`src/logic/membus_pkg.sv`:
```
`default_nettype none

package membus_pkg;

   ////////////////////////////////////////////////////////////
   // bus geometry and address map
   ////////////////////////////////////////////////////////////

   localparam int unsigned bus_addr_bits = 30;               // word address, byte offset dropped

   localparam int unsigned mem_words      = 1024;            // data/instruction memory depth
   localparam int unsigned mem_index_bits = $clog2(mem_words);

   localparam logic [bus_addr_bits-1:0] mem_base  = '0;      // first word of the memory
   localparam logic [bus_addr_bits-1:0] uart_addr = 30'h800; // single uart register

   ////////////////////////////////////////////////////////////
   // uart transmitter timing
   ////////////////////////////////////////////////////////////

   localparam int unsigned uart_bit_cycles = 8;              // clocks per serial bit
   localparam int unsigned uart_cnt_bits   = $clog2(uart_bit_cycles);
   localparam int unsigned uart_frame_bits = 10;             // start, 8 data, stop
   localparam int unsigned uart_idx_bits   = $clog2(uart_frame_bits);

   ////////////////////////////////////////////////////////////
   // memory word, whole or split into byte lanes
   ////////////////////////////////////////////////////////////

   typedef union packed {
      logic [31:0]     word;                                 // full 32-bit value
      logic [3:0][7:0] bytes;                                // lane 0 is bits 7:0
   } mem_word_u;

endpackage

`default_nettype wire

```
`src/logic/master_bus_mux.sv`:
```
`default_nettype none

module master_bus_mux (
   input  logic                                 clk,
   input  logic                                 arst_n,
   input  logic                                 use_probe,

   input  logic [membus_pkg::bus_addr_bits-1:0] probe_address,
   input  logic                                 probe_mem_read,
   input  logic                                 probe_mem_write,
   input  logic [3:0]                           probe_mask_byte,
   input  logic [31:0]                          probe_write_data,
   output logic [31:0]                          probe_read_data,

   input  logic [membus_pkg::bus_addr_bits-1:0] cpu_address,
   input  logic                                 cpu_mem_read,
   input  logic                                 cpu_mem_write,
   input  logic [3:0]                           cpu_mask_byte,
   input  logic [31:0]                          cpu_write_data,
   output logic [31:0]                          cpu_read_data,

   output logic [membus_pkg::bus_addr_bits-1:0] bus_address,
   output logic                                 bus_mem_read,
   output logic                                 bus_mem_write,
   output logic [3:0]                           bus_mask_byte,
   output logic [31:0]                          bus_write_data,
   input  logic [31:0]                          bus_read_data
);

   logic probe_read_q;                        // last read came from the probe

   ////////////////////////////////////////////////////////////
   // command path, no latency
   ////////////////////////////////////////////////////////////

   assign bus_address    = use_probe ? probe_address    : cpu_address;
   assign bus_mem_read   = use_probe ? probe_mem_read   : cpu_mem_read;
   assign bus_mem_write  = use_probe ? probe_mem_write  : cpu_mem_write;
   assign bus_mask_byte  = use_probe ? probe_mask_byte  : cpu_mask_byte;
   assign bus_write_data = use_probe ? probe_write_data : cpu_write_data;

   ////////////////////////////////////////////////////////////
   // return path, steered by the owner of the last read
   ////////////////////////////////////////////////////////////

   always_ff @(posedge clk or negedge arst_n) begin
      if (!arst_n) begin
         probe_read_q <= 1'b0;
      end else if (bus_mem_read) begin
         probe_read_q <= use_probe;           // remember who asked
      end
   end

   // slaves drive zero outside a read return, so only the owner sees data
   assign probe_read_data = probe_read_q  ? bus_read_data : '0;
   assign cpu_read_data   = !probe_read_q ? bus_read_data : '0;

endmodule

`default_nettype wire

```
`config.mk`:
```
export PLATFORM = sky130hd
export DESIGN_NAME = master_bus_mux
export DESIGN_NICKNAME = d
export VERILOG_FILES = /design/src/logic/membus_pkg.sv /design/src/logic/master_bus_mux.sv
export SDC_FILE = /design/constraint.sdc
export NUM_CORES = 1
export LEC_CHECK = 0
export BUFFER_PORTS_ARGS = -buffer_cell sky130_fd_sc_hd__buf_2
export CORE_AREA = 2 2 117 119
export DETAILED_ROUTE_END_ITERATION = 10
export DIE_AREA = 0 0 119 121
export GPL_TIMING_DRIVEN = 0
export SYNTH_ARGS = -nofsm -noshare
export SYNTH_HDL_FRONTEND = slang
export SYNTH_SLANG_ARGS = --single-unit
```
`constraint.sdc`:
```
create_clock -name clk -period 1.9 [get_ports clk]
set_input_delay 0.19 -clock clk [delete_from_list [all_inputs] [get_ports clk]]
set_output_delay 0.19 -clock clk [all_outputs]
set_load 0.01 [all_outputs]
```
# Word level (Yosys, flattened, before mapping)
# Index checks and enable logic that the tools add are counted.
# op_classes
muxes,7
# op_table
op,n
32-bit two-way mux,3
30-bit two-way mux,1
4-bit two-way mux,1
1-bit two-way mux,2
# word_totals
register_bits,1
inputBits,171
output_inout_bits,132
elab_cells,8

# Logic depth before layout (Yosys ltp)
# Gate-level depths: netlist of the first run.
# depth
word_depth,1
ltp_mapped,4
mapped_depth_nobuf,2

# Worst setup path before layout of the first run
# Ideal clock, no wire load.
# synth_path
kind,reg2out
from,register probe_read_q
to,output cpu_read_data[10]
arrival_time_ns,0.864
required_ns,1.710
slack_ns,0.846
path_stages_with_launch,4
n_path_buf,2
path_cell_list,dfrtp_1 -> buf_2 -> buf_2 -> nor2b_1
# synth_via
elab_chain_cells,1
# synth_lines
item,line,rtl
start: declaration,master_bus_mux.sv:30,logic probe_read_q;
start signal: assignment,master_bus_mux.sv:50,probe_read_q <= use_probe;
32-bit two-way mux,master_bus_mux.sv:56,assign cpu_read_data = !probe_read_q ? bus_read_data : '0;
end: declaration,master_bus_mux.sv:20,"output logic [31:0] cpu_read_data,"
# No other way between the ends.

# Final worst setup path of the first run
# layout_path
from,register probe_read_q
to,output probe_read_data[29]
# layout_via
elab_chain_cells,1
# layout_lines
item,line,rtl
32-bit two-way mux,master_bus_mux.sv:55,assign probe_read_data = probe_read_q ? bus_read_data : '0;
end: declaration,master_bus_mux.sv:13,"output logic [31:0] probe_read_data,"
# No other way between the ends.

==> results.txt, run 1 <==
Area of all placed cells without fillers: 3380 µm². The largest registers in the layout are probe_read_q x1. For the number of vias after detailed routing, the log shows 2,285.

The post-synth design cell area is 1650 µm², and the starting utilization of the core area is 12.6%. Yosys attributes the largest share of cell area to mux2_4 (62%), and2_1 (12%), nor2b_1 (12%). The number of standard cells after synthesis came out at 151. Clock latency on the worst-skew pair: 0 ps. At the worst endpoint, the arrival time is 1140 ps. Summed over its instances, the top area cell type makes up 62.1% of the synthesized netlist area.

The tool flagged a number of max-cap violations equal to 0. Most common cell after layout, fill and taps aside: buf_2. For the worst setup timing slack at the placement stage, the log shows 528 ps. The height of the die was 121 µm; the power density over the cells was 287 nW/µm².

The critical path in this run is classified as flip-flop to output port. Clock skew on the completed layout was measured at 0 ps. For this run, the share of the core covered by cells in the final layout is 25.8%. The headroom to the max-slew limit came out at 81.1%. The flow ran to the end, and the final reports show no timing, DRC or antenna violations. Post-CTS timing repair inserted 0 buffers for setup.

The final-layout worst hold slack was 393 ps. The sequential share of the synthesized area is 1.52%, and the total cell area at the placement stage is 3370 µm². The overall power of the completed layout was 972 µW.

The endpoint of the lowest-slack register-to-register path was probe_read_q. Setup violations remaining at the end of the flow were counted as 0. The tools report the cell row count as 42. After synthesis, the mean cell area works out to 10.9 µm².

In the routed layout, each cell is associated on average with a via count of 3.63. For the boundary pin count, the log shows 303. The tools report the endpoint with the worst hold slack as probe_read_q. The final antenna diode count was 0. After clock tree synthesis, the clock-pin slew on the worst setup and hold paths is 0 ps. The number of stages on the worst hold path came out at 2. Horizontal die dimension: 119 µm. Setup slack on the critical path of the routed design comes to 568 ps. The Yosys step of the flow raised 0 warnings.

Area added between synthesis and finish: 106%. The total area inside the core boundary comes to 13,100 µm². The final layout contains routed wiring with a total length of 7850 µm. The launch instance of the worst register-to-register path is probe_read_q.

The first global-routing pass estimated 10,800 µm of wire. More flip-flops sit in one register than any other, and that register is probe_read_q. Summed over all failing endpoints, the final setup total negative slack is 0 ps. Post-layout minimum cycle time: 1330 ps.

Final cell count without fillers: 629. For the cell count after placement, the log shows 628. The flip-flop count of the largest register after layout is 1, and the share of the clock period used by the worst path after layout is 70.1%. For this run the aggregate overflow at the end of global routing stands at 0.

The number of iterations in the first detailed-routing pass came out at 4. The run gives 2,126 as the number of global-route vias before repair. Flip-flop and latch count after synthesis: 1. The worst setup path is captured at an output port.

The required time of the worst setup path is 1710 ps, and the number of cells on the worst reg-to-reg path is 4. After synthesis, the netlist uses 10 different library cells. Once detail routing completed, the nets flagged for antenna violations numbered 0.

The number of nets in the synthesized netlist is 322. The tools report the origin of the worst min-delay path as cpu_mem_read. The final-report max-slew violation count is 0. The die covers 14,400 µm². The overall global routing resource usage was 9.38%; the number of remaining DRC errors was 0. Final hold violation count: 0. VDD sags by at most 82.8 µV. The tools report the HPWL after detailed placement as 7210 µm. The net count of the finished layout is 626. Buffers placed on the I/O ports in this run total 301. For the highest achievable clock rate, the log shows 751 MHz. The library cells used most frequently in the layout, excluding fill and tap cells, are buf_2 (307), mux2_4 (68), and2_1 (32), nor2b_1 (32), buf_12 (7). The run gives 1 as the number of antenna violations at the first check in global routing.

In this run, the number of DRC markers left after iteration 0 of detailed routing was 29. Cells with a size suffix above 1 make up 84.5% of the layout. The tools report the largest net degree at the start of global routing as 11.

The setup check on the worst reg-to-reg path leaves a slack of 840 ps. The worst-path maximum fanout was 10; the final estimated routing congestion in global placement was 0.811. The slew at the pin closest to its max-slew limit is 283 ps, and the wire length per cell after detailed routing is 12.5 µm.

The tools report the kind of start point of the critical path as a flip-flop. Type of the worst min-delay path: primary input to flip-flop. Setup repair after global routing left no endpoint under its margin.

The largest area contributor in the netlist was mux2_4. The tools report the static power due to leakage as 2.08 nW.
where the power goes:
part / switching (mW) / internal, mW
Sequential: 0.000891 / 0.0241
Clock: 0 / 0
Combinational: 0.416 / 0.530
Total: 0.417 / 0.554
metal layers:
| metal | share of wire (%) | GRT usage (%) | wire length [µm] |
|---|---|---|---|
| met5 | 0.17 | 0 | 13 |
| met4 | 0 | 0 | 0 |
| met3 | 8.5 | 1.22 | 667 |
| met2 | 53 | 19.1 | 4170 |
| met1 | 38 | 10.9 | 3000 |
worst max path at each step:
stage                             from                  end  slack (ps)  cells after the start
final                     probe_read_q  probe_read_data[29]         570                      4
after global routing      probe_read_q  probe_read_data[29]         480                      4
after global placement    probe_read_q  probe_read_data[29]         540                      4
after floorplan           probe_read_q    cpu_read_data[10]         850                      3
after CTS                 probe_read_q  probe_read_data[29]         530                      4
after detailed placement  probe_read_q  probe_read_data[29]         530                      4
logic make-up (layout without fill, tap and decap cells):
group,Yosys count,in the layout,share of synthesized area [%]
AO/OA/AOI/OAI,2,2,0.608
multiplexers,68,68,62.1
buffers and inverters,16,318,11.5
flip-flops,1,1,1.52
AND/OR/NAND/NOR,64,64,24.3
cell type report:
| type | instances | area, µm² |
|---|---|---|
| inverter | 1 | 3.75 |
| timing repair buffer | 302 | 1520 |
| tap | 176 | 220 |
| buffer | 15 | 185 |
| fill | 1450 | 9700 |
| sequential | 1 | 25.0 |
| multi-input combinational | 134 | 1430 |
cells in the mapped netlist:
master	n
dfrtp_1	1
mux2_4	68
buf_12	7
a21oi_1	2
inv_1	1
nor2b_1	32
buf_2	6
clkbuf_1	1
buf_6	1
and2_1	32
worst max-delay path, stage by stage, from the launching register on:
cell and delay (ps):
dfrtp_1 310, buf_2 210, buf_2 280, and2_1 200
buf_2 140
repair_timing:
item,4_1_cts,5_1_grt
hold endpoints to repair,1,0
hold buffers,1,0
resized for setup,0,0
Note: power is estimated with default switching activity, not from simulation.
==> run 2, diff against run 1 <==
CORE_AREA = 2 2 118 120   (was 2 2 117 119)
DIE_AREA = 0 0 120 122   (was 0 0 119 121)
clock period = 1.4 ns   (was 1.9 ns; I/O delays follow)
==> results.txt, run 2 (same netlist as run 1, synthesis figures left out) <==
The number of violations of the max-capacitance limit is 0 (unchanged), and the clock transition time at the flip-flop clock pins of the worst setup and hold paths is 0 ps (unchanged). The count of final setup violators is 0 (unchanged). Number of nets still failing antenna checks after routing: 0 (unchanged). The area of all placed cells without fillers came out at 3390 µm² (+0.22%).

Among cell families on the critical path, the largest total delay comes from buffers and inverters. The library cell used most frequently in the layout, excluding fill and tap cells, is buf_2. The remaining global-route overflow came out at 0 (unchanged).

Number of iterations in the first detailed-routing pass: 4 (unchanged). The global-route wire length before repair was 12,700 µm (+17%); the switching power was 577 µW (+38%). The tools report the number of remaining DRC errors as 0 (unchanged). The boundary pin count is 303 (unchanged), and the met2 wire length is 4760 µm (+14%). The number of antenna violations at the first check in global routing is 3 (+2). The area of the die is 14,600 µm² (+1.7%). The logs give 354 ps (-38.9 ps) for the final-layout worst hold slack and 2,225 (+4.7%) for the number of global-route vias before repair. The standard cell with the maximum stage delay on the critical path was dfrtp_1. The horizontal die dimension was 120 µm (+0.84%). For the critical path arrival, the log shows 1090 ps (-50 ps). The slew at the pin closest to its max-slew limit was 236 ps (-46.9 ps). The largest registers in the layout are probe_read_q x1. Setup repair after global routing left no endpoint under its margin. The run gives 9350 µm (+19%) as the routed wire length.

The flow ran to the end, and the final reports show no timing, DRC or antenna violations. The signal on the critical path passes through buf_2, buf_2, and2_1, buf_2. The first-iteration detailed-routing DRC count is 46 (+59%), and the area used by sequential logic in the layout is 25.0 µm² (unchanged). The worst path uses 88.2% of the clock period. The total cell area at the placement stage was 3380 µm² (+0.15%); the combined buffer and inverter count along the critical path was 3 (unchanged). The logs give 12.2% (-0.39 points) for the starting utilization of the core area and 1.33 mW (+37%) for the overall power of the completed layout. The tools report the largest net degree at the start of global routing as 11 (unchanged). The highest achievable clock rate is 810 MHz, and the final hold violation count is 0 (unchanged). The tools report the number of fillers in the final layout as 1,520 (+4.8%). The critical path in this run is classified as flip-flop to output port.

More flip-flops sit in one register than any other, and that register is probe_read_q. STA classifies the critical path endpoint as an output port. The worst-path maximum fanout was 10 (unchanged); the maximum clock skew at final layout was 0 ps (unchanged). Cell repeated most along the worst path: buf_2.

The post-layout minimum cycle time works out to 1230 ps. The logs give 0 (unchanged) for the final-report max-slew violation count and 43 (+2.4%) for the cell row count. The number of buffers added on ports was 301 (unchanged). The final net count is 626 (unchanged), and the height of the die is 122 µm (+0.83%). The logs give 0.783 (-3.5%) for the final estimated routing congestion in global placement and 2,311 (+1.1%) for the number of vias after detailed routing. The combinational share of power was 97.4% (about the same). The proportion of power drawn by flip-flops and latches is 2.6% (about the same). The tightest min-delay check is of the primary input to flip-flop type. The largest stage delay on the critical path was 320 ps (about the same); the cell count after placement was 632 (+0.64%). Flip-flop count of the largest register after layout: 1 (unchanged). The clock power share is 0% (unchanged), and the maximum resistive drop on vdd is 123 µV (+48%). The power density over the cells works out to 393 nW/µm² (+37%).

The run gives 1430 µm² (unchanged) as the combined area of the multi-input logic cells. The headroom to the max-slew limit came out at 84.2% (+3.1 points). The area added between synthesis and finish is 106%. The share of cells above drive strength 1 is 84.5% (unchanged).

The wire length per cell after detailed routing came out at 14.8 µm (+18%). The end-of-flow core utilization was 25.1% (-0.75 points); the vias per cell was 3.65 (+0.34%). The internal power summed over all cells came out at 753 µW (+36%). The run gives 13,500 µm² (+3.2%) as the core outline area. Leaving out fill and tap cells, the most frequent cells in the layout are buf_2 (307), mux2_4 (68), and2_1 (32), nor2b_1 (32), buf_12 (7).

The logs give 1260 ps (-450 ps) for the required time of the worst setup path and 0 ps (unchanged) for the clock latency on the worst-skew pair. The length of routed met3 wiring is 822 µm (+23%), and the total routed wire length on the met1 layer is 3690 µm (+23%). The run gives 11.4% (+2.0 points) as the overall global routing resource usage. The run gives 0 ps (unchanged) as the aggregate negative setup slack. The worst setup timing slack at the placement stage came out at 157 ps (-371 ps).

The detailed router used layers up to and including met4. The final cell count without fillers is 634 (+0.79%). The tools report the kind of start point of the critical path as a flip-flop.

The switching part of the total is 43.4% (+0.42 points). The HPWL after detailed placement was 8720 µm (+21%). The static power due to leakage was 2.08 nW (about the same); the worst path setup slack after routing was 165 ps (-403 ps).
run 2: path summary, 6_finish.rpt:
path | cells past startpoint | slack, ps | end | startpoint
hold reg to reg | 4 | 1010 | probe_read_q | probe_read_q
min in group asynchronous | 2 | 470 | probe_read_q | arst_n
setup reg to reg | 4 | 310 | probe_read_q | probe_read_q
max in group asynchronous | 2 | 850 | probe_read_q | arst_n
setup / recovery | 4 | 170 | probe_read_data[31] | probe_read_q
hold / removal | 2 | 350 | probe_read_q | cpu_mem_read
run 2: cell type report:
type / instances / share of cell area [%]
antenna: 1 / 0.0738
buffer: 15 / 5.46
inverter: 1 / 0.111
multi-input combinational: 134 / 42.2
sequential: 1 / 0.738
tap: 180 / 6.64
timing repair buffer: 302 / 44.7
run 2: timing repair:
| action | 4_1_cts | 5_1_grt |
|---|---|---|
| setup buffers | 0 | 0 |
| gates resized for setup | 0 | 0 |
| hold buffers | 1 | 0 |
| hold endpoints to repair | 1 | 0 |
run 2: metal layers:
layer	up-vias	track usage, %
met5	-	0
met4	0	0.809
met3	6	1.36
met2	184	22.3
met1	1000	13.6
li1	1121	-
run 2: power by group through the flow:
stage	logic [mW]	registers [mW]	clock network [mW]
2_1_floorplan	0.688	0.0338	0
3_3_place_gp	1.31	0.0343	0
3_5_place_dp	1.31	0.0342	0
4_1_cts	1.32	0.0345	0
5_1_grt	1.40	0.0352	0.0000000954
6_report	1.30	0.0344	0.0000000955
==> run 3, diff against run 2 <==
PLACE_DENSITY = 0.53   (was not set)
REMOVE_ABC_BUFFERS = 1   (was not set)
==> results.txt, run 3 (same netlist as run 1, synthesis figures left out) <==
The overall power of the completed layout came out at 1.25 mW (-6.3%). The tools report the first-iteration detailed-routing DRC count as 18 (-61%). The cell row count is 43 (unchanged).

Horizontal die dimension: 120 µm (unchanged). Kind of end point of the critical path: an output port. The vias per cell came out at 3.61 (-1.1%).

Maximum clock skew at final layout: 0 ps (unchanged). The clock transition time at the flip-flop clock pins of the worst setup and hold paths is 0 ps (unchanged), and the clock latency on the worst-skew pair is 0 ps (unchanged). The critical path in this run is classified as primary input to output port. Number of buffers added on ports: 302 (+0.33%).

The core outline area is 13,500 µm² (unchanged), and the number of buffers added for setup after CTS is 0 (unchanged). Largest net degree at the start of global routing: 66 (+55). The run gives 0% (unchanged) as the clock power share. The final hold violation count was 0 (unchanged); the number of remaining DRC errors was 0 (unchanged). For the starting utilization of the core area, the log shows 12.2% (unchanged). The kind of start point of the critical path is a primary input.

For the number of iterations in the first detailed-routing pass, the log shows 2 (-2). The type of the worst min-delay path is primary input to flip-flop. The share of the clock period used by the worst path after layout came out at 91.9% (+3.7 points). Switching power: 530 µW (-8.1%). For the number of global-route vias before repair, the log shows 2,009 (-9.7%). The tools report the area of the die as 14,600 µm² (unchanged). The share of cells above drive strength 1 is 84.6% (about the same), and the highest achievable clock rate is 777 MHz (-4.0%). The global-route wire length before repair was 10,400 µm (-18%). The worst-path maximum fanout was 27 (+17). The register with the most flip-flops in the final layout is probe_read_q. The library cells used most frequently in the layout, excluding fill and tap cells, are buf_2 (301), mux2_4 (68), and2_1 (32), nor2b_1 (32).

The HPWL after detailed placement is 6930 µm (-21%). The required time of the worst setup path was 1260 ps (about the same); the post-layout minimum cycle time was 1290 ps (+51.7 ps). For the final-layout worst hold slack, the log shows 334 ps (-19.9 ps). Combinational share of power: 93.4% (-4.0 points). The number of antenna violations at the first check in global routing was 2 (-1).

The remaining global-route overflow is 0 (unchanged), and the height of the die is 122 µm (unchanged). The flip-flop count of the largest register after layout was 1 (unchanged). The proportion of power drawn by flip-flops and latches was 6.6% (+4.0 points). The routed wire length was 7790 µm (-17%); the area added between synthesis and finish was 99.2%. The number of vias after detailed routing came out at 2,246 (-2.8%).

For the area used by sequential logic in the layout, the log shows 28.8 µm² (+15%). Setup repair after global routing left no endpoint under its margin. The final cell count without fillers is 623 (-1.7%). The run gives 0 (unchanged) as the final-report max-slew violation count. The power density over the cells is 380 nW/µm² (-3.1%). The number of violations of the max-capacitance limit was 0 (unchanged).

The static power due to leakage is 2.01 nW (-3.3%), and the count of final setup violators is 0 (unchanged). The final estimated routing congestion in global placement was 0.743 (-5.1%); the slew at the pin closest to its max-slew limit was 508 ps (+272 ps). The wire length per cell after detailed routing works out to 12.5 µm (-15%). The run finished with clean final reports. The run gives 1,507 (-0.86%) as the number of fillers in the final layout.

The run gives 134 µV (+9.6%) as the maximum resistive drop on vdd. For the final net count, the log shows 614 (-1.9%). Overall global routing resource usage: 8.94% (-2.4 points).

The headroom to the max-slew limit is 66.1% (-18 points), and the combined area of the multi-input logic cells is 1430 µm² (unchanged). The run gives 1150 ps (+60 ps) as the critical path arrival. The switching part of the total was 42.5% (-0.83 points).

The number of nets still failing antenna checks after routing is 0 (unchanged). The tools report the cell count after placement as 619 (-2.1%). The largest registers in the layout are probe_read_q x1. The most common cell after layout, fill and taps aside is buf_2. The boundary pin count is 303 (unchanged), and the internal power summed over all cells is 717 µW (-4.9%).
==> run 3: what timing repair did <==
action,CTS,global route
endpoints found under the hold margin,1,0
hold buffers,1,0
gates resized for setup,3,0
setup endpoints to repair,85,0
==> run 3: layout make-up <==
cell class	instances	share of cell area [%]
flip-flops and latches	1	0.878
well taps	180	6.87
multi-input cells	134	43.7
inverters	1	0.115
repair buffers	305	48.3
diodes	2	0.153
==> run 3: final timing paths <==
path | cells after the start | slack (ps) | from | end
setup / recovery | 4 | 110 | use_probe | bus_write_data[24]
max in group asynchronous | 2 | 820 | arst_n | probe_read_q
setup reg to reg | 2 | 360 | probe_read_q | probe_read_q
hold reg to reg | 2 | 960 | probe_read_q | probe_read_q
min in group asynchronous | 2 | 480 | arst_n | probe_read_q
hold / removal | 2 | 330 | cpu_mem_read | probe_read_q
==> run 3: metrics by stage <==
step	utilization, %	TNS (ps)	setup slack, ps	area, µm²
detailed placement	23.9	-5370	-111	3230
global placement	23.7	-102180	-1030	3200
global route	24.2	0	42.4	3270
CTS	24.2	0	85.9	3270
floorplan	-	-2900	-90.6	1460
finish	24.3	0	113	3280
==> run 3: power by group through the flow <==
stage	Combinational [mW]	Clock (mW)	Sequential (mW)
final	1.16	0.00000201	0.0822
after global routing	1.26	0.0000000955	0.0913
after CTS	1.18	0	0.0848
after detailed placement	1.17	0	0.0826
after global placement	1.17	0	0.0822
after floorplan	0.549	0	0.0656
==> run 3: layer usage <==
metal  global-route usage (%)  vias to the layer above  wire length (µm)
li1                         -                     1093                 -
met1                     10.3                      969              2890
met2                     16.9                      180              3830
met3                     2.43                        4               987
met4                    0.882                        0                72
met5                        0                        -                 0
==> run 3: critical path: stages <==
cell    delay, ps
buf_6         250
buf_16        240
mux2_4        330
buf_2         140
