===== src/logic/membus_pkg.sv =====
`default_nettype none

package membus_pkg;

   ////////////////////////////////////////////////////////////
   // bus geometry and address map
   ////////////////////////////////////////////////////////////

   localparam int unsigned bus_addr_bits = 30;               // word address, byte offset dropped

   localparam int unsigned mem_words      = 1024;            // data/instruction memory depth
   localparam int unsigned mem_index_bits = $clog2(mem_words);

   localparam logic [bus_addr_bits-1:0] mem_base  = '0;      // first word of the memory
   localparam logic [bus_addr_bits-1:0] uart_addr = 30'h800; // single uart register

   ////////////////////////////////////////////////////////////
   // uart transmitter timing
   ////////////////////////////////////////////////////////////

   localparam int unsigned uart_bit_cycles = 8;              // clocks per serial bit
   localparam int unsigned uart_cnt_bits   = $clog2(uart_bit_cycles);
   localparam int unsigned uart_frame_bits = 10;             // start, 8 data, stop
   localparam int unsigned uart_idx_bits   = $clog2(uart_frame_bits);

   ////////////////////////////////////////////////////////////
   // memory word, whole or split into byte lanes
   ////////////////////////////////////////////////////////////

   typedef union packed {
      logic [31:0]     word;                                 // full 32-bit value
      logic [3:0][7:0] bytes;                                // lane 0 is bits 7:0
   } mem_word_u;

endpackage

`default_nettype wire


===== src/logic/slave_bus_mux.sv =====
`default_nettype none

module slave_bus_mux (
   input  logic                                 clk,
   input  logic                                 arst_n,

   input  logic [membus_pkg::bus_addr_bits-1:0] address,
   input  logic                                 mem_read,
   input  logic                                 mem_write,
   input  logic [3:0]                           mask_byte,
   input  logic [31:0]                          write_data,
   output logic [31:0]                          read_data,
   output logic                                 invalid_address,

   output logic [membus_pkg::bus_addr_bits-1:0] mem_address,
   output logic                                 mem_mem_read,
   output logic                                 mem_mem_write,
   output logic [3:0]                           mem_mask_byte,
   output logic [31:0]                          mem_write_data,
   input  logic [31:0]                          mem_read_data,

   output logic                                 uart_mem_read,
   output logic                                 uart_mem_write,
   output logic [3:0]                           uart_mask_byte,
   output logic [31:0]                          uart_write_data,
   input  logic [31:0]                          uart_read_data
);

   logic [membus_pkg::bus_addr_bits-1:0] mem_offset;   // address relative to memory base
   logic                                 hit_mem;
   logic                                 hit_uart;
   logic                                 miss;
   logic                                 uart_sel_q;   // last read went to the uart

   ////////////////////////////////////////////////////////////
   // address decode
   ////////////////////////////////////////////////////////////

   assign mem_offset = address - membus_pkg::mem_base;
   assign hit_mem    = mem_offset < membus_pkg::mem_words;   // wraps below base, so one compare
   assign hit_uart   = address == membus_pkg::uart_addr;
   assign miss       = !hit_mem && !hit_uart;

   // memory side
   assign mem_address    = mem_offset;
   assign mem_mem_read   = mem_read  && hit_mem;
   assign mem_mem_write  = mem_write && hit_mem;
   assign mem_mask_byte  = mask_byte;
   assign mem_write_data = write_data;

   // uart side, a single register so no address
   assign uart_mem_read   = mem_read  && hit_uart;
   assign uart_mem_write  = mem_write && hit_uart;
   assign uart_mask_byte  = mask_byte;
   assign uart_write_data = write_data;

   ////////////////////////////////////////////////////////////
   // return select and miss flag
   ////////////////////////////////////////////////////////////

   always_ff @(posedge clk or negedge arst_n) begin
      if (!arst_n) begin
         uart_sel_q      <= 1'b0;
         invalid_address <= 1'b0;
      end else begin
         if (mem_read) begin
            uart_sel_q <= hit_uart;
         end
         invalid_address <= (mem_read || mem_write) && miss;   // one cycle per bad command
      end
   end

   // an unmapped read strobes neither slave, both return zero
   assign read_data = uart_sel_q ? uart_read_data : mem_read_data;

endmodule

`default_nettype wire


===== config.mk =====
export PLATFORM = sky130hd
export DESIGN_NAME = slave_bus_mux
export DESIGN_NICKNAME = d
export VERILOG_FILES = /design/src/logic/membus_pkg.sv /design/src/logic/slave_bus_mux.sv
export SDC_FILE = /design/constraint.sdc
export NUM_CORES = 1
export LEC_CHECK = 0
export ABC_CLOCK_PERIOD_IN_PS = 1100
export BUFFER_PORTS_ARGS = -buffer_cell sky130_fd_sc_hd__buf_2
export CAP_MARGIN = 20
export CORE_AREA = 5 5 102 104
export CTS_CLUSTER_SIZE = 10
export DETAILED_ROUTE_END_ITERATION = 6
export DIE_AREA = 0 0 107 109
export PLACE_DENSITY = 0.54
export SLEW_MARGIN = 20
export SYNTH_ARGS = -nofsm -noshare
export SYNTH_HDL_FRONTEND = slang
export SYNTH_SLANG_ARGS = --single-unit

===== constraint.sdc =====
create_clock -name clk -period 1.1 [get_ports clk]
set_input_delay 0.055 -clock clk [delete_from_list [all_inputs] [get_ports clk]]
set_output_delay 0.055 -clock clk [all_outputs]
set_load 0.01 [all_outputs]

* After elaboration in Yosys (flattened, before gate mapping)
Cells that the tools add are included.
** Word-level totals
- Input bits :: 134
- Register bits after elaboration :: 2
- Word-level logic and storage cells :: 14
- Output and inout port bits :: 139
** Cells by class
- Equality and inequality tests :: 1
- Muxes and demuxes :: 1
- Order comparisons :: 1
- Reductions and logical operators :: 9
** Operators by type and width (number)
- 32-bit two-way mux :: 1
- 30-bit by 12-bit == test with 1-bit output, second input constant :: 1
- 30-bit by 11-bit < comparator with 1-bit output, second input constant :: 1
- 1-bit logical AND :: 6
- 1-bit logical NOT :: 2
- 1-bit logical OR :: 1

* Logic depth before layout (Yosys ltp)
Gate-level depths: netlist of run 1.
- Depth after elaboration :: 4
- Depth in mapped cells :: 4
- Gate-level depth less buffers :: 3

* Worst setup path before layout of run 1
Ideal clock, no wire load.
- Kind :: register to output
- Start point :: reg uart_sel_q
- End point :: out read_data[0]
- Arrival :: 1.099 ns
- Stages on the path, launching flop included :: 4
- Path buffers :: 2
- Slack :: -0.054 ns
- Data required time :: 1.045 ns
- Cells stage by stage :: dfrtp_1 clkbuf_1 buf_2 mux2_2
** Between the ends
- Longest elaborated chain between the ends :: 1
** Ends and longest elaborated chain
- from (decl) :: RTL line slave_bus_mux.sv:33 : logic uart_sel_q;
- from (signal assigned) :: RTL line slave_bus_mux.sv:67 : uart_sel_q <= hit_uart;
- 32-bit two-way mux :: RTL line slave_bus_mux.sv:74 : assign read_data = uart_sel_q ? uart_read_data : mem_read_data;
- to (decl) :: RTL line slave_bus_mux.sv:12 : output logic [31:0] read_data,
Every way passes these cells.

* Worst setup path in the final report of run 1
- Start point :: reg uart_sel_q
- End point :: out read_data[12]
Same word-level chain as after synthesis.

==> results of run 1 <==
-- critical path, stage by stage (launching register included) --
cell and delay [ns]:
dfrtp_1 0.36, buf_12 0.20, mux2_2 0.36, buf_2 0.14
-- layout make-up --
cell class,instances,area share [%]
inverters,3,0.613
multi-input cells,50,34.0
flip-flops and latches,2,2.72
repair buffers,173,52.6
well taps,114,7.76
clock buffers,3,2.25
-- metal layers --
layer | wire (um) | vias up | GRT usage (%)
met2 | 2120 | 167 | 11.6
met3 | 999 | 4 | 5.21
li1 | - | 584 | -
met4 | 41 | 0 | 1.92
met1 | 1450 | 530 | 6.38
met5 | 0 | - | 0
-- cells in the mapped netlist, drive strengths merged --
library cell,n
or3,1
o32a,1
nand2,1
clkbuf,1
inv,3
nor4,9
o41ai,1
nand4,1
dfrtp,2
nor4b,1
nand3,1
buf,106
a31oi,1
mux2,32
nor3,1
-- worst paths after layout --
check,to,slack [ns]
worst max-delay path,read_data[12],-0.26
worst min-delay path,invalid_address$_DFF_PN0_,0.10
min in group asynchronous,uart_sel_q$_DFFE_PN0P_,0.20
max in group asynchronous,invalid_address$_DFF_PN0_,0.80
worst min register to register,uart_sel_q$_DFFE_PN0P_,0.73
worst max register to register,uart_sel_q$_DFFE_PN0P_,0.28
-- cells in the final DEF, fill, tap and decap left out --
master and count:
buf_12 1, dlygate4sd3_1 1, nor4_2 2, or3_4 1, nor3_1 1, nand2_1 1, dfrtp_1 2, buf_8 1
mux2_2 32, nor4_1 1, buf_2 155, nand3_4 1, nor4b_4 1, clkbuf_8 3, o32a_1 1, nand4_2 1
o41ai_2 1, nor4_4 6, inv_1 3, buf_6 9, a31oi_1 1, buf_4 6
-- power groups by stage --
stage,clock (mW),combinational (mW),sequential (mW)
2_1_floorplan,0,0.495,0.0783
3_3_place_gp,0,0.463,0.0772
3_5_place_dp,0,0.470,0.0772
4_1_cts,0.311,0.516,0.0765
5_1_grt,0.311,0.567,0.0766
6_report,0.296,0.520,0.0764
-- timing repair --
item / in CTS / in global routing
setup buffers: 2 / 1
resized for setup: 18 / 10
pin swaps: 8 / 4
setup endpoints to repair: 36 / 37
hold buffers: 1 / 0
hold endpoints to repair: 2 / 0
-- metrics by stage --
stage	setup WS (ns)	utilization (%)
6_report	-0.260	19.4
5_1_grt	-0.304	19.4
4_1_cts	-0.280	18.8
3_5_place_dp	-0.249	16.9
3_3_place_gp	-0.228	16.9
2_1_floorplan	0.0495	-
-- cell families after synthesis --
family                 share of synthesized area (%)
AOI/OAI and AO/OA                               2.37
buffers and inverters                           58.2
DFF                                             3.64
muxes                                           26.2
and+or+nand+nor                                 9.55
-- registers in the layout (all words and copies together), names as in the netlist --
name	cells
invalid_address	1
uart_sel_q	1
==> run_results.csv, run 1 <==
group,metric,value,unit
die,initial_core_util,14.5,%
global_routing,overflow,0,
die,die_area,11700,um2
placed_design,dp.final_hpwl,4130,um
placed_design,port_buffers,164,
final_layout,final_nets,367,
yosys,syn-cell-area,1380,um2
placed_design,place.gp.congestion,0.699,
critical_path,startpoint_type,"flip-flop",
timing,slew_headroom,72.4,%
timing,maxSlewViolCount,0,
timing,hold_viol,0,
global_routing,grt_first_pass_wirelength,6150,um
timing,tightestPinTransition,0.411,ns
final_layout,area_growth,33.7,%
clock_network,clkTransAtPathRegs,0.03,ns
clock_network,clk_path_buf_depth,2,
critical_path,worst_ep_required_time,1.04,ns
yosys,synth_fp_nets,296,
yosys,synth_top_area_share,55.7,%
timing,fin_crit,1.36,ns
drt,drc,0,
timing,setup_ws,-0.260,ns
clock_network,cts_tree,"done",
worst_hold_path,hold_path_class,"in2reg",
flow_run,drv_cap,0,
die,core,9460,um2
clock_network,clock_sinks,2,
yosys,syn_inst,162,
timing,hold_slack,0.101,ns
drt,routed_wl,4610,um
pwr,pwr_density_cell,485,nW/um2
timing,final-setup-viol-count,33,
die,rows,36,
yosys,ys_ff_latch,2,
placed_design,dp_cells,338,
die,io_pins,273,
pwr,power.internal,0.601,mW
drt,drtAntennaViolNets,0,
pwr,swShare,32.7,%
pwr,p_leak,0.947,nW
drt,wl_per_cell,13.4,um
critical_path,reg2reg_depth,3,
timing,tns,-7.73,ns
drt,vias,1285,
pwr,pwr-share-seq,8.6,%
global_routing,grt_pass1_vias,1252,
critical_path,crit_type,"reg2out",
final_layout,fillCellCount,1049,
timing,post-route-period-util,124,%
final_layout,final_area,1840,um2
timing,fin_worst_skew,0,ns
drt,drt_pass1_iterations,2,
yosys,netlist_top_cells_area,"buf_4 56%, mux2_2 26%, dfrtp_1 3.6%",
pwr,max-vdd-ir-drop,399,uV
clock_network,cts-root-buf,"clkbuf_8",
clock_network,h-tree-depth,1,
worst_hold_path,whs_path_depth,2,
placed_design,placed_cell_area,1600,um2
timing,max_freq,735,MHz
yosys,yosysUniqueCellTypes,18,
final_layout,final_cells,345,
status,status,"complete, but fails checks",
yosys,syn_avg_cell_area,8.49,um2
die,dieHeight,109,um
critical_path,cp-end-kind,"output port",
final_layout,drive_gt1_share,95.2,%
final_layout,multi_input_area,626,um2
final_layout,ff_latch_area,50.0,um2
status,violations,"setup timing",
yosys,synth.yosys.seq_area_share,3.64,%
critical_path,startpoint,"uart_sel_q$_DFFE_PN0P_",
critical_path,cp_max_fo,33,
critical_path,arrival,1.30,ns
clock_network,cts_buffers,3,
drt,drt-initial-drc-count,12,
global_routing,antenna_found_initial,0,
pwr,p_switching,0.292,mW
clock_network,clk_latency,0.21,ns
critical_path,r2r-start,"uart_sel_q$_DFFE_PN0P_",
yosys,yosys_warnings,0,
pwr,p_clk_share,33.2,%
worst_hold_path,hp-start,"mem_write",
drt,viasPerCell,3.72,
global_routing,grt_usage,6.79,%
global_routing,grt_start_max_net_pins,34,
yosys,yosysTopAreaCell,"buf_4",
timing,rsz0062_at_grt,"true",
final_layout,insertedDiodeCount,0,
die,fp.dieW,107,um
pwr,power,0.892,mW
pwr,p_comb_share,58.3,%
Note: power is estimated with default switching activity, not from simulation.
==> run 2: changes to the inputs <==
- REMOVE_ABC_BUFFERS: unset -> 1
==> run_results.csv, run 2 (same netlist as run 1, synthesis figures left out) <==
group,metric,value,unit
timing,maxSlewViolCount,0,
timing,slew_headroom,81.9,%
drt,vias,1487,
timing,rsz0062_at_grt,"true",
pwr,p_leak,1.17,nW
clock_network,cts_tree,"done",
clock_network,clk_path_buf_depth,2,
pwr,power.internal,0.684,mW
placed_design,place.gp.congestion,0.797,
clock_network,clkTransAtPathRegs,0.03,ns
placed_design,port_buffers,164,
die,initial_core_util,14.5,%
critical_path,worst_path_dominant_cell_family,"buffers and inverters",
timing,max_freq,717,MHz
pwr,pwr-share-seq,7.6,%
clock_network,cts_buffers,3,
clock_network,h-tree-depth,1,
clock_network,cts-root-buf,"clkbuf_8",
critical_path,path_buf_inv,3,
final_layout,layout_commonest_cell,"buf_2",
drt,drt-initial-drc-count,40,
critical_path,max_stage_delay,0.41,ns
critical_path,arrival,1.34,ns
critical_path,cp-end-kind,"output port",
critical_path,startpoint_type,"flip-flop",
timing,setup_ws,-0.296,ns
die,io_pins,273,
clock_network,clock_sinks,2,
pwr,max-vdd-ir-drop,233,uV
die,rows,36,
final_layout,top_regs,"invalid_address: 1 flops, uart_sel_q: 1 flops",
drt,drtAntennaViolNets,0,
critical_path,cpMostUsedCell,"buf_6",
drt,routed_wl,9440,um
status,violations,"setup timing",
die,core,9460,um2
clock_network,clk_latency,0.21,ns
worst_hold_path,hold_path_class,"in2out",
timing,final-setup-viol-count,33,
timing,hold_viol,0,
timing,fin_worst_skew,0,ns
critical_path,worst_ep_required_time,1.04,ns
final_layout,final_nets,374,
drt,drt_pass1_iterations,4,
global_routing,grt_pass1_vias,1648,
pwr,p_comb_share,63.8,%
global_routing,antenna_found_initial,1,
placed_design,preCtsSetupSlack,-0.141,ns
drt,wl_per_cell,26.7,um
critical_path,path_cells,"buf_6, buf_12, mux2_4, buf_6",
timing,fin_crit,1.40,ns
pwr,p_clk_share,28.6,%
final_layout,drive_gt1_share,97.1,%
critical_path,cp_max_fo,7,
final_layout,area_growth,64.3,%
global_routing,grt_first_pass_wirelength,11900,um
die,dieHeight,109,um
pwr,p_switching,0.316,mW
global_routing,overflow,0,
drt,viasPerCell,4.21,
pwr,pwr_density_cell,443,nW/um2
pwr,swShare,31.6,%
flow_run,drv_cap,0,
critical_path,crit_type,"reg2out",
placed_design,dp.final_hpwl,7750,um
die,die_area,11700,um2
final_layout,final_cell_mix,"126 x buf_2, 41 x buf_6, 22 x mux2_4",
die,fp.dieW,107,um
timing,tightestPinTransition,0.272,ns
pwr,power,1.00,mW
drt,drc,0,
global_routing,grt_usage,14.9,%
timing,post-route-period-util,127,%
critical_path,crit_path_top_delay_cell,"dfrtp_2",
status,status,"complete, but fails checks",
global_routing,grt_start_max_net_pins,8,
## run 2: stage by stage
step           instance area (um2)  setup TNS [ns]  hold WS [ns]  util (%)  instances
2_1_floorplan                  586          -11.07        -0.241         -         55
6_report                      2260           -8.80         0.110      23.9        353
3_5_place_dp                  1610           -2.76        -0.155      17.0        339
3_3_place_gp                  1610           -1.71        -0.156      17.0        339
5_1_grt                       2260          -10.16         0.110      23.9        353
4_1_cts                       2100           -9.07         0.110      22.2        352
## run 2: power by group through the flow
stage	clock network, mW	logic [mW]	registers (mW)
6_report	0.286	0.638	0.0764
5_1_grt	0.307	0.682	0.0765
4_1_cts	0.298	0.593	0.0764
3_5_place_dp	0	0.472	0.0771
3_3_place_gp	0	0.464	0.0772
2_1_floorplan	0	0.112	0.0783
## run 2: final timing paths
| kind | slack [ns] | endpoint | depth (start not counted) | startpoint |
|---|---|---|---|---|
| max in group asynchronous | 0.78 | uart_sel_q$_DFFE_PN0P_ | 2 | arst_n |
| setup / recovery | -0.30 | read_data[29] | 4 | uart_sel_q$_DFFE_PN0P_ |
| setup reg to reg | 0.03 | uart_sel_q$_DFFE_PN0P_ | 5 | uart_sel_q$_DFFE_PN0P_ |
| hold reg to reg | 0.85 | uart_sel_q$_DFFE_PN0P_ | 5 | uart_sel_q$_DFFE_PN0P_ |
| min in group asynchronous | 0.21 | invalid_address$_DFF_PN0_ | 2 | arst_n |
| hold / removal | 0.11 | mem_mask_byte[2] | 0 | mask_byte[2] |
## run 2: layer usage
layer	up-vias	wire [um]	global-route usage (%)
met4	4	262	4.66
met3	14	2140	15.7
met2	229	4250	23.3
met1	638	2650	12.0
met5	-	139	10.7
li1	602	-	-
## run 2: timing repair
item | in CTS | in global routing
gates resized for setup | 60 | 36
endpoints found under the hold margin | 2 | 0
pin swaps | 4 | 3
hold buffers | 1 | 0
buffers inserted | 8 | 0
setup endpoints to repair | 36 | 38
gates cloned | 3 | 0
## run 2: layout make-up
cell class	count	area, um2
Inverter	3	11.3
Timing Repair Buffer	180	1280
Fill cell	1021	7200
Sequential cell	2	51.3
Clock buffer	3	41.3
Antenna cell	1	2.50
Tap cell	114	143
Multi-Input combinational cell	50	731
==> run 3: changes to the inputs <==
==> constraint.sdc (replaced) <==
create_clock -name clk -period 1.1 [get_ports clk]
set_input_delay 0.165 -clock clk [delete_from_list [all_inputs] [get_ports clk]]
set_output_delay 0.165 -clock clk [all_outputs]
set_load 0.01 [all_outputs]
==> run_results.csv, run 3 (same netlist as run 1, synthesis figures left out) <==
group,metric,value,unit
die,core,9460,um2
pwr,max-vdd-ir-drop,254,uV
final_layout,top_regs,"invalid_address: 1 flops, uart_sel_q: 1 flops",
clock_network,clk_latency,0.21,ns
drt,vias,1446,
clock_network,clkTransAtPathRegs,0.03,ns
pwr,p_clk_share,31.0,%
critical_path,r2r-end,"uart_sel_q$_DFFE_PN0P_",
clock_network,cts-root-buf,"clkbuf_8",
timing,max_freq,669,MHz
timing,fin_worst_skew,0,ns
drt,drc,0,
worst_hold_path,hp-start,"mem_write",
final_layout,drive_gt1_share,96.6,%
flow_run,drv_cap,0,
die,rows,36,
pwr,power,0.911,mW
critical_path,crit_type,"reg2out",
final_layout,post-route-util,20.9,%
worst_hold_path,hold_path_class,"in2reg",
global_routing,grt_pass1_vias,1420,
timing,tightestPinTransition,0.294,ns
clock_network,clk_path_buf_depth,2,
drt,viasPerCell,4.12,
die,io_pins,273,
critical_path,reg2reg_depth,4,
drt,wl_per_cell,24.8,um
status,violations,"setup timing",
critical_path,r2r_slack,0.08,ns
pwr,swShare,32.3,%
timing,slew_headroom,80.4,%
status,status,"complete, but fails checks",
timing,fin_crit,1.49,ns
critical_path,arrival,1.33,ns
drt,drt_pass1_iterations,2,
final_layout,insertedDiodeCount,0,
die,dieHeight,109,um
placed_design,port_buffers,164,
die,die_area,11700,um2
pwr,power.internal,0.617,mW
clock_network,clock_sinks,2,
clock_network,h-tree-depth,1,
global_routing,overflow,0,
final_layout,multi_input_area,666,um2
final_layout,area_growth,43.9,%
critical_path,startpoint_type,"flip-flop",
final_layout,fillCellCount,1078,
final_layout,layout_commonest_cell,"buf_2",
timing,final-setup-viol-count,38,
die,initial_core_util,14.5,%
worst_hold_path,whs_path_depth,2,
clock_network,cts_tree,"done",
timing,hold_viol,0,
pwr,pwr-share-seq,8.4,%
worst_hold_path,hold_path_end,"invalid_address$_DFF_PN0_",
drt,drtAntennaViolNets,0,
final_layout,ff_latch_area,51.3,um2
pwr,pwr_density_cell,461,nW/um2
placed_design,dp.final_hpwl,7760,um
pwr,p_comb_share,60.6,%
critical_path,cp_max_fo,26,
timing,maxSlewViolCount,0,
timing,setup_ws,-0.394,ns
final_layout,final_nets,373,
drt,drt-initial-drc-count,54,
clock_network,cts_buffers,3,
timing,hold_slack,0.268,ns
timing,rsz0062_at_grt,"true",
timing,post-route-period-util,136,%
final_layout,final_cell_mix,"149 x buf_2, 30 x mux2_2, 16 x buf_6",
critical_path,cp-end-kind,"output port",
placed_design,place.gp.congestion,0.796,
global_routing,grt_first_pass_wirelength,10800,um
die,fp.dieW,107,um
global_routing,grt_start_max_net_pins,27,
pwr,p_switching,0.294,mW
critical_path,r2r-start,"uart_sel_q$_DFFE_PN0P_",
global_routing,grt_usage,13.5,%
drt,routed_wl,8720,um
global_routing,antenna_found_initial,0,
critical_path,worst_ep_required_time,0.94,ns
pwr,p_leak,1.03,nW
## run 3: cell types whose count changed in the layout (fill, tap and decap cells not counted), sizes merged
cell   before  now
diode       1    0
buf       179  178
## run 3: cell type report
type / count / area share, %
Tap cell: 114 / 7.21
Clock buffer: 3 / 2.09
Multi-Input combinational cell: 50 / 33.6
Inverter: 3 / 0.569
Timing Repair Buffer: 179 / 53.9
Sequential cell: 2 / 2.59
## run 3: metal layers
layer,global-route usage (%),vias to the layer above,share of wire (%)
met5,11.6,-,1.7
met2,21.3,225,45
met1,11.5,614,28
met3,13.6,10,24
li1,-,593,-
met4,2.83,4,1.3
## run 3: what timing repair did
item | CTS | global route
pin swaps | 6 | 6
cloned | 0 | 0
hold buffers | 1 | 0
buffers inserted | 3 | 3
hold endpoints to repair | 2 | 0
setup endpoints to repair | 38 | 38
gates resized for setup | 29 | 19
## run 3: worst max-delay path by stage
stage | startpoint | end | slack (ns) | cells past startpoint
finish | uart_sel_q$_DFFE_PN0P_ | read_data[29] | -0.39 | 3
global route | uart_sel_q$_DFFE_PN0P_ | read_data[22] | -0.43 | 3
CTS | uart_sel_q$_DFFE_PN0P_ | read_data[29] | -0.40 | 3
detailed placement | address[18] | uart_sel_q$_DFFE_PN0P_ | -0.38 | 5
global placement | address[26] | uart_sel_q$_DFFE_PN0P_ | -0.35 | 5
floorplan | uart_sel_q$_DFFE_PN0P_ | read_data[0] | -0.45 | 1
## run 3: power by group through the flow
stage	clock network (mW)	logic (mW)	registers, mW
global route	0.297	0.596	0.0764
detailed placement	0	0.476	0.0771
global placement	0	0.467	0.0774
floorplan	0	0.112	0.0783
finish	0.282	0.552	0.0763
CTS	0.292	0.534	0.0764
## run 3: through the flow
step	std cells	cell area [um2]	setup TNS [ns]	setup slack, ns
3_3_place_gp	343	1640	-8.35	-0.347
2_1_floorplan	55	586	-15.09	-0.451
4_1_cts	349	1890	-13.40	-0.405
3_5_place_dp	343	1640	-9.39	-0.384
5_1_grt	351	1980	-14.68	-0.425
6_report	351	1980	-13.00	-0.394
## run 3: worst max-delay path: stages (launching register included)
cell	delay, ns
dfrtp_2	0.41
buf_12	0.19
mux2_2	0.36
buf_2	0.14
